===== src/common/palette_pkg.sv =====
package palette_pkg;

    // colour prom geometry
    localparam int PROM_AW = 8;
    localparam int PROM_DW = 8;
    localparam int PROM_DEPTH = 1 << PROM_AW;

    // download bus
    localparam int IOCTL_AW = 16;

    // first download address of the prom window
    localparam logic [IOCTL_AW-1:0] PROM_START = 16'h0400;

    // output channel width
    localparam int COLOR_W = 8;

    // RRRGGGBB field layout inside one prom byte
    localparam int RED_W = 3;
    localparam int GRN_W = 3;
    localparam int BLU_W = 2;
    localparam int BLU_LSB = 0;
    localparam int GRN_LSB = BLU_LSB + BLU_W;
    localparam int RED_LSB = GRN_LSB + GRN_W;

    typedef logic [PROM_AW-1:0] prom_addr_t;
    typedef logic [PROM_DW-1:0] prom_data_t;
    typedef logic [IOCTL_AW-1:0] ioctl_addr_t;
    typedef logic [COLOR_W-1:0] color_t;

    // byte counter holds 0 to PROM_DEPTH
    typedef logic [PROM_AW:0] byte_count_t;

    // loader status
    typedef enum logic [1:0] {
        LOAD_IDLE = 2'd0,
        LOAD_BUSY = 2'd1,
        LOAD_DONE = 2'd2,
        LOAD_FAIL = 2'd3
    } load_state_t;

endpackage


===== src/source/palette_loader.sv =====
module palette_loader (
    input  logic                     clk,
    input  logic                     reset,
    input  logic                     dwnld,
    input  logic                     ioctl_wr,
    input  palette_pkg::ioctl_addr_t ioctl_addr,
    input  palette_pkg::prom_data_t  ioctl_dout,
    output logic                     prom_we,
    output palette_pkg::prom_addr_t  prom_wr_addr,
    output palette_pkg::prom_data_t  prom_wr_data,
    output logic                     prom_ready,
    output logic                     load_error
);

    palette_pkg::load_state_t  state;
    palette_pkg::byte_count_t  byte_count;
    palette_pkg::ioctl_addr_t  offset;
    logic                      in_window;
    logic                      accept;
    logic                      dwnld_rise;
    logic                      count_full;

    // offset wraps below PROM_START, so one compare covers both ends
    assign offset = ioctl_addr - palette_pkg::PROM_START;
    assign in_window = offset < palette_pkg::IOCTL_AW'(palette_pkg::PROM_DEPTH);

    // strobes only count while the download level is up
    assign accept = dwnld && ioctl_wr && in_window;

    // any state other than busy sees a new download start
    assign dwnld_rise = dwnld && (state != palette_pkg::LOAD_BUSY);

    assign count_full =
        byte_count == palette_pkg::byte_count_t'(palette_pkg::PROM_DEPTH);

    // state machine follows dwnld
    always_ff @(posedge clk) begin
        if (reset) begin
            state <= palette_pkg::LOAD_IDLE;
        end else if (dwnld_rise) begin
            state <= palette_pkg::LOAD_BUSY;
        end else if (state == palette_pkg::LOAD_BUSY && !dwnld) begin
            // count already holds the strobe of the last high cycle
            state <= count_full ? palette_pkg::LOAD_DONE : palette_pkg::LOAD_FAIL;
        end
    end

    // saturating count of in-window strobes
    always_ff @(posedge clk) begin
        if (reset) begin
            byte_count <= '0;
        end else if (dwnld_rise) begin
            // a strobe may arrive together with the rising level
            byte_count <= accept ? palette_pkg::byte_count_t'(1) : '0;
        end else if (accept && !count_full) begin
            byte_count <= byte_count + 1'b1;
        end
    end

    // write strobe, one cycle after ioctl_wr
    always_ff @(posedge clk) begin
        if (reset) begin
            prom_we <= 1'b0;
        end else begin
            prom_we <= accept;
        end
    end

    // write address and byte
    always_ff @(posedge clk) begin
        if (accept) begin
            prom_wr_addr <= offset[palette_pkg::PROM_AW-1:0];
            prom_wr_data <= ioctl_dout;
        end
    end

    // status levels straight from the state
    assign prom_ready = state == palette_pkg::LOAD_DONE;
    assign load_error = state == palette_pkg::LOAD_FAIL;

endmodule


===== src/video/palette_prom.sv =====
module palette_prom (
    input  logic                    clk,
    input  logic                    cen,
    input  palette_pkg::prom_data_t data,
    input  palette_pkg::prom_addr_t rd_addr,
    input  palette_pkg::prom_addr_t wr_addr,
    input  logic                    we,
    output palette_pkg::prom_data_t q
);

    // colour table, one RRRGGGBB byte per entry
    // same-address read and write in one cycle gives an undefined q
    (* ramstyle = "no_rw_check" *)
    palette_pkg::prom_data_t mem [0:palette_pkg::PROM_DEPTH-1];

    // read port
    // q only moves on a pixel enable
    always_ff @(posedge clk) begin
        if (cen) begin
            q <= mem[rd_addr];
        end
    end

    // write port
    // no enable here so a download can land at any time,
    // even while the pixel enable is idle
    always_ff @(posedge clk) begin
        if (we) begin
            mem[wr_addr] <= data;
        end
    end

endmodule


===== src/video/palette_expander.sv =====
module palette_expander (
    input  logic                    clk,
    input  logic                    reset,
    input  logic                    pxl_cen,
    input  palette_pkg::prom_addr_t pix_idx,
    input  logic                    blank,
    input  logic                    prom_ready,
    input  palette_pkg::prom_data_t prom_q,
    output palette_pkg::prom_addr_t prom_rd_addr,
    output logic                    prom_cen,
    output palette_pkg::color_t     red,
    output palette_pkg::color_t     green,
    output palette_pkg::color_t     blue
);

    // stage one control, aligned with prom_q
    logic cen_d;
    logic blank_d;

    // expanded channels before gating
    palette_pkg::color_t red_x;
    palette_pkg::color_t green_x;
    palette_pkg::color_t blue_x;
    logic                force_black;

    // widen one field to a channel by repeating its bits from the top,
    // so full scale maps to all ones and zero to zero
    function automatic palette_pkg::color_t expand_field(
        input palette_pkg::prom_data_t b,
        input int                      lsb,
        input int                      width
    );
        palette_pkg::color_t c;
        for (int i = 0; i < palette_pkg::COLOR_W; i++) begin
            c[palette_pkg::COLOR_W-1-i] = b[lsb + width - 1 - (i % width)];
        end
        return c;
    endfunction

    // stage zero
    // pixel index goes straight to the prom read port
    assign prom_rd_addr = pix_idx;
    assign prom_cen = pxl_cen;

    // delay enable and blank by one cycle
    always_ff @(posedge clk) begin
        if (reset) begin
            cen_d   <= 1'b0;
            blank_d <= 1'b0;
        end else begin
            cen_d <= pxl_cen;
            if (pxl_cen) begin
                blank_d <= blank;
            end
        end
    end

    // field split, RRRGGGBB
    assign red_x   = expand_field(prom_q, palette_pkg::RED_LSB, palette_pkg::RED_W);
    assign green_x = expand_field(prom_q, palette_pkg::GRN_LSB, palette_pkg::GRN_W);
    assign blue_x  = expand_field(prom_q, palette_pkg::BLU_LSB, palette_pkg::BLU_W);

    // black during blanking or without a complete table
    assign force_black = blank_d || !prom_ready;

    // stage two, output registers
    // hold between pixels
    always_ff @(posedge clk) begin
        if (reset) begin
            red   <= '0;
            green <= '0;
            blue  <= '0;
        end else if (cen_d) begin
            red   <= force_black ? '0 : red_x;
            green <= force_black ? '0 : green_x;
            blue  <= force_black ? '0 : blue_x;
        end
    end

endmodule


===== src/source/palette_top.sv =====
module palette_top (
    input  logic                     clk,
    input  logic                     reset,
    // download stream from the host loader
    input  logic                     dwnld,
    input  logic                     ioctl_wr,
    input  palette_pkg::ioctl_addr_t ioctl_addr,
    input  palette_pkg::prom_data_t  ioctl_dout,
    // pixel side
    input  logic                     pxl_cen,
    input  palette_pkg::prom_addr_t  pix_idx,
    input  logic                     blank,
    output palette_pkg::color_t      red,
    output palette_pkg::color_t      green,
    output palette_pkg::color_t      blue,
    // status
    output logic                     prom_ready,
    output logic                     load_error
);

    // loader to prom write port
    logic                    prom_we;
    palette_pkg::prom_addr_t prom_wr_addr;
    palette_pkg::prom_data_t prom_wr_data;

    // expander to prom read port
    palette_pkg::prom_addr_t prom_rd_addr;
    logic                    prom_cen;
    palette_pkg::prom_data_t prom_q;

    palette_loader loader_i (
        .clk          (clk),
        .reset        (reset),
        .dwnld        (dwnld),
        .ioctl_wr     (ioctl_wr),
        .ioctl_addr   (ioctl_addr),
        .ioctl_dout   (ioctl_dout),
        .prom_we      (prom_we),
        .prom_wr_addr (prom_wr_addr),
        .prom_wr_data (prom_wr_data),
        .prom_ready   (prom_ready),
        .load_error   (load_error)
    );

    palette_prom prom_i (
        .clk     (clk),
        .cen     (prom_cen),
        .data    (prom_wr_data),
        .rd_addr (prom_rd_addr),
        .wr_addr (prom_wr_addr),
        .we      (prom_we),
        .q       (prom_q)
    );

    palette_expander expander_i (
        .clk          (clk),
        .reset        (reset),
        .pxl_cen      (pxl_cen),
        .pix_idx      (pix_idx),
        .blank        (blank),
        .prom_ready   (prom_ready),
        .prom_q       (prom_q),
        .prom_rd_addr (prom_rd_addr),
        .prom_cen     (prom_cen),
        .red          (red),
        .green        (green),
        .blue         (blue)
    );

endmodule


===== config.mk =====
export PLATFORM = sky130hd
export DESIGN_NAME = palette_top
export DESIGN_NICKNAME = d
export VERILOG_FILES = /design/src/common/palette_pkg.sv /design/src/source/palette_loader.sv /design/src/video/palette_prom.sv /design/src/video/palette_expander.sv /design/src/source/palette_top.sv
export SDC_FILE = /design/constraint.sdc
export NUM_CORES = 2
export LEC_CHECK = 0
export ABC_CLOCK_PERIOD_IN_PS = 4200
export BUFFER_PORTS_ARGS = -buffer_cell sky130_fd_sc_hd__buf_2
export CAP_MARGIN = 20
export CELL_PAD_IN_SITES_DETAIL_PLACEMENT = 1
export CELL_PAD_IN_SITES_GLOBAL_PLACEMENT = 1
export CORE_MARGIN = 2
export CORE_UTILIZATION = 50
export DETAILED_ROUTE_END_ITERATION = 8
export HOLD_SLACK_MARGIN = 0.08
export PLACE_DENSITY = 0.84
export SLEW_MARGIN = 20
export SYNTH_ARGS = -nofsm -noshare
export SYNTH_HDL_FRONTEND = slang
export SYNTH_SLANG_ARGS = --single-unit

===== constraint.sdc =====
create_clock -name clk -period 4.2 [get_ports clk]
set_clock_uncertainty 0.2 [all_clocks]
set_input_delay 0.63 -clock clk [delete_from_list [all_inputs] [get_ports clk]]
set_output_delay 0.63 -clock clk [all_outputs]
set_load 0.02 [all_outputs]

==> flow_summary_export.csv <==
group,metric,value,unit
die,num_io_pins,64,
synth,synth-compound-area-share,3.69,%
timing,final-max-slew-violation-count,0,
timing,timing.final.crit_share,90.4,%
synth,combinational_family_with_the_most_area_after_synthesis,"multiplexers",
synth,async_flop_share,0,%
synth,post_synthesis_net_count,3956,
placement,dp_worst_setup_slack,0.0308,ns
finish,final_net_count,4207,
synth,yosys_warnings,0,
placement,place_area,84900,sq um
die,chipWidth,407,um
synth,seq_area_frac_synth,77.2,%
timing,fin_tns_setup,0,ns
finish,num-fill-cells,13539,
cts,clock_latency,0.88,ns
power_and_ir_drop,cellLeakagePower,29.0,nW
cts,cts_tree,"yes",
synth,synth.lib_cells_used.distinct,66,
setup_path,crit-reg2reg-capture,"prom_i.mem[137][3]$_DFFE_PP_",
synth,syn-instance-count,3914,
cts,htree_levels,4,
setup_path,regToRegStartpoint,"loader_i.prom_wr_addr[3]$_DFFE_PP_",
status,outcome,"complete, no violations",
global_routing,global_route_wire_length_before_repair,362000,um
synth,synthesized_flop_and_latch_total,2094,
finish,area_growth_syn_to_fin,13.4,%
global_routing,initial_antenna_violation_count,13,
cts,clock_sinks,2094,
detailed_routing,drt.antenna.violating_nets,0,
setup_path,worstSetupEndpointType,"flip-flop",
placement,place_inst,6097,
placement,place.detailed.hpwl,138000,um
timing,final.min_clock_period,3.80,ns
finish,fin_cells,6504,
setup_path,arrival,4.11,ns
synth,synth.avg_cell_area,20.8,sq um
synth,synth_edf_count,2072,
die,fp-row-count,147,
cts,cts-root-to-sink-buffers,3,
timing,timing.slew.headroom,15.6,%
detailed_routing,drt_first_pass_iters,6,
timing,layout_setup_ws,0.403,ns
global_routing,grt.overflow.total,0,
finish,layout.cell_area.non_filler,92100,sq um
die,die_area,166000,sq um
timing,timing.final.hold_violations,0,
finish,commonest_non_fill_non_tap_cell_in_the_layout,"sky130_fd_sc_hd__edfxtp_1",
global_routing,first_global_vias,46349,
finish,layout_common_cells,"sky130_fd_sc_hd__edfxtp_1, sky130_fd_sc_hd__mux4_2, sky130_fd_sc_hd__nor2_1",
die,die_h,407,um
synth,synthFlopType,"sky130_fd_sc_hd__edfxtp_1",
synth,post-synth-top-area-cell,"sky130_fd_sc_hd__edfxtp_1",
setup_path,worst-setup-path-type,"flip-flop to flip-flop",
worst_hold_path,timing.hold.worst_path_depth,5,
power_and_ir_drop,design_power_total,44.0,mW
detailed_routing,first_iter_violations,7990,
timing,holdWs,0.0586,ns
synth,yosys.area.top_type_share,76.6,%
cts,cell_at_the_root_of_the_clock_tree,"sky130_fd_sc_hd__clkbuf_16",
cts,clk_transition_reported_paths,0.07,ns
placement,port-buffer-count,63,
die,starting_density_of_the_core,50.5,%
setup_path,reg2regPathDepth,4,
run,cap_viol_max_count,0,
synth,yosys.area_share.xor_xnor,0.0755,%
synth,synth.area.top_cells,"sky130_fd_sc_hd__edfxtp_1, sky130_fd_sc_hd__mux4_2, sky130_fd_sc_hd__mux2i_1",
setup_path,critical_path_required,4.51,ns
setup_path,cp-endpoint,"prom_i.mem[137][3]$_DFFE_PP_",
cts,numCtsBuffers,204,
detailed_routing,wl_per_cell,39.0,um
placement,gp_congestion,0.849,
power_and_ir_drop,ir_worst_vdd,0.000403,V
detailed_routing,totalWireLength,254000,um
detailed_routing,drc,0,
detailed_routing,num_vias,45396,
timing,rsz0062_at_grt,"false",
global_routing,grt_max_degree,175,
worst_hold_path,hold_path.class,"input port to flip-flop",
cts,cts_resized,0,
detailed_routing,post_drt_via_cell_ratio,6.98,
power_and_ir_drop,power_density,478,nW/um^2
timing,timing_worst_slew_pin_value,1.23,ns
global_routing,global_route.usage.total,31.1,%
synth,syn_area,81200,sq um
timing,finalSetupViolCount,0,
synth,synth.area.mux_share,14.1,%
setup_path,worstPathMaxFanout,10,
die,design.core.area,161000,sq um
setup_path,r2r_setup_slack,0.40,ns
synth,synthAdderAreaFrac,0.0616,%
finish,share_of_cells_above_drive_strength_1,23.3,%
finish,utilization,57.2,%
timing,peak_clock_frequency_supported_by_timing,263,MHz
setup_path,crit_path_start,"loader_i.prom_wr_addr[3]$_DFFE_PP_",
synth,post_synth_and_or_nand_nor_area_fraction,2.92,%
setup_path,cp-start-kind,"flip-flop",
[worst max-delay path: stages (launching register included)]
cell	delay, ns
sky130_fd_sc_hd__edfxtp_1	0.64
sky130_fd_sc_hd__nor2b_1	0.64
sky130_fd_sc_hd__nand3_1	0.66
sky130_fd_sc_hd__buf_4	0.49
sky130_fd_sc_hd__nor2_1	0.79
[how the worst min path moves through the flow]
stage / startpoint / to / slack [ns]
2_1_floorplan: prom_i.q[2]$_DFFE_PP_ / expander_i.green[5]$_SDFFE_PP0P_ / 0.25
3_3_place_gp: expander_i.blank_d$_SDFFE_PP0P_ / expander_i.blank_d$_SDFFE_PP0P_ / 0.27
3_5_place_dp: expander_i.blank_d$_SDFFE_PP0P_ / expander_i.blank_d$_SDFFE_PP0P_ / 0.29
4_1_cts: dwnld / loader_i.state[1]$_SDFFE_PP0P_ / 0.09
5_1_grt: dwnld / loader_i.state[1]$_SDFFE_PP0P_ / 0.11
6_report: dwnld / loader_i.state[1]$_SDFFE_PP0P_ / 0.06
[power breakdown]
part           switching (mW)  internal [mW]
sequential             0.0242           22.6
clock                    8.62           11.0
combinational            1.03          0.703
[registers in the layout, summed over array words and instances, names as in the netlist]
name	cells
expander_i.blank_d	1
expander_i.blue	2
expander_i.cen_d	1
expander_i.green	3
expander_i.red	3
loader_i.byte_count	9
loader_i.prom_we	1
loader_i.prom_wr_addr	8
loader_i.prom_wr_data	8
loader_i.state	2
prom_i.mem	2048
prom_i.q	8
[synthesized netlist by cell type (all sizes together), types with 2 or more instances]
master and count:
a31oi 15, and3b 4, or2 5, nor4b 2, nor3 29, o221ai 31, a21oi 100, nor2 319
o211ai 3, nand2b 13, mux4 431, nand4 11, a22oi 156, nand3 28, ha 4, and2 5
or3b 2, o22ai 36, and3 6, xor2 6, a2111oi 9, buf 160, nand2 31, nand3b 3
mux2i 161, dfxtp 22, o21ai 25, inv 7, a21o 3, nor2b 26, o22a 9, a211oi 4
nor4 28, a22o 12, a221oi 19, clkbuf 98, o32ai 5, edfxtp 2072
[logic make-up after synthesis]
kind of cell / Yosys count
xor gates and xnor gates: 7
DFF: 2094
and+or+nand+nor: 519
AOI/OAI and AO/OA: 432
buffers and inverters: 265
muxes: 593
adders and majority gates: 4
[routing by layer]
metal	part of all wire, %	up-vias	GRT usage [%]
li1	-	16810	-
met1	34	23467	39.3
met2	49	4126	50.2
met3	11	977	6.69
met4	6.9	16	17.5
met5	0.045	-	0
[final cells by class]
cell class / instances / area [sq um] / share of cell area [%]
diodes: 2 / 5.00 / 0.00543
multi-input cells: 1555 / 17000 / 18.4
clock buffers: 241 / 5350 / 5.81
well taps: 2160 / 2700 / 2.93
flip-flops and latches: 2094 / 62700 / 68.0
inverters: 7 / 26.3 / 0.0285
clock inverters: 142 / 1600 / 1.73
repair buffers: 303 / 2790 / 3.03
[what timing repair did]
action | CTS | global route
buffers inserted | 0 | 0
hold endpoints to repair | 37 | 0
hold buffers | 21 | 0
Note: power is estimated with default switching activity, not from simulation.
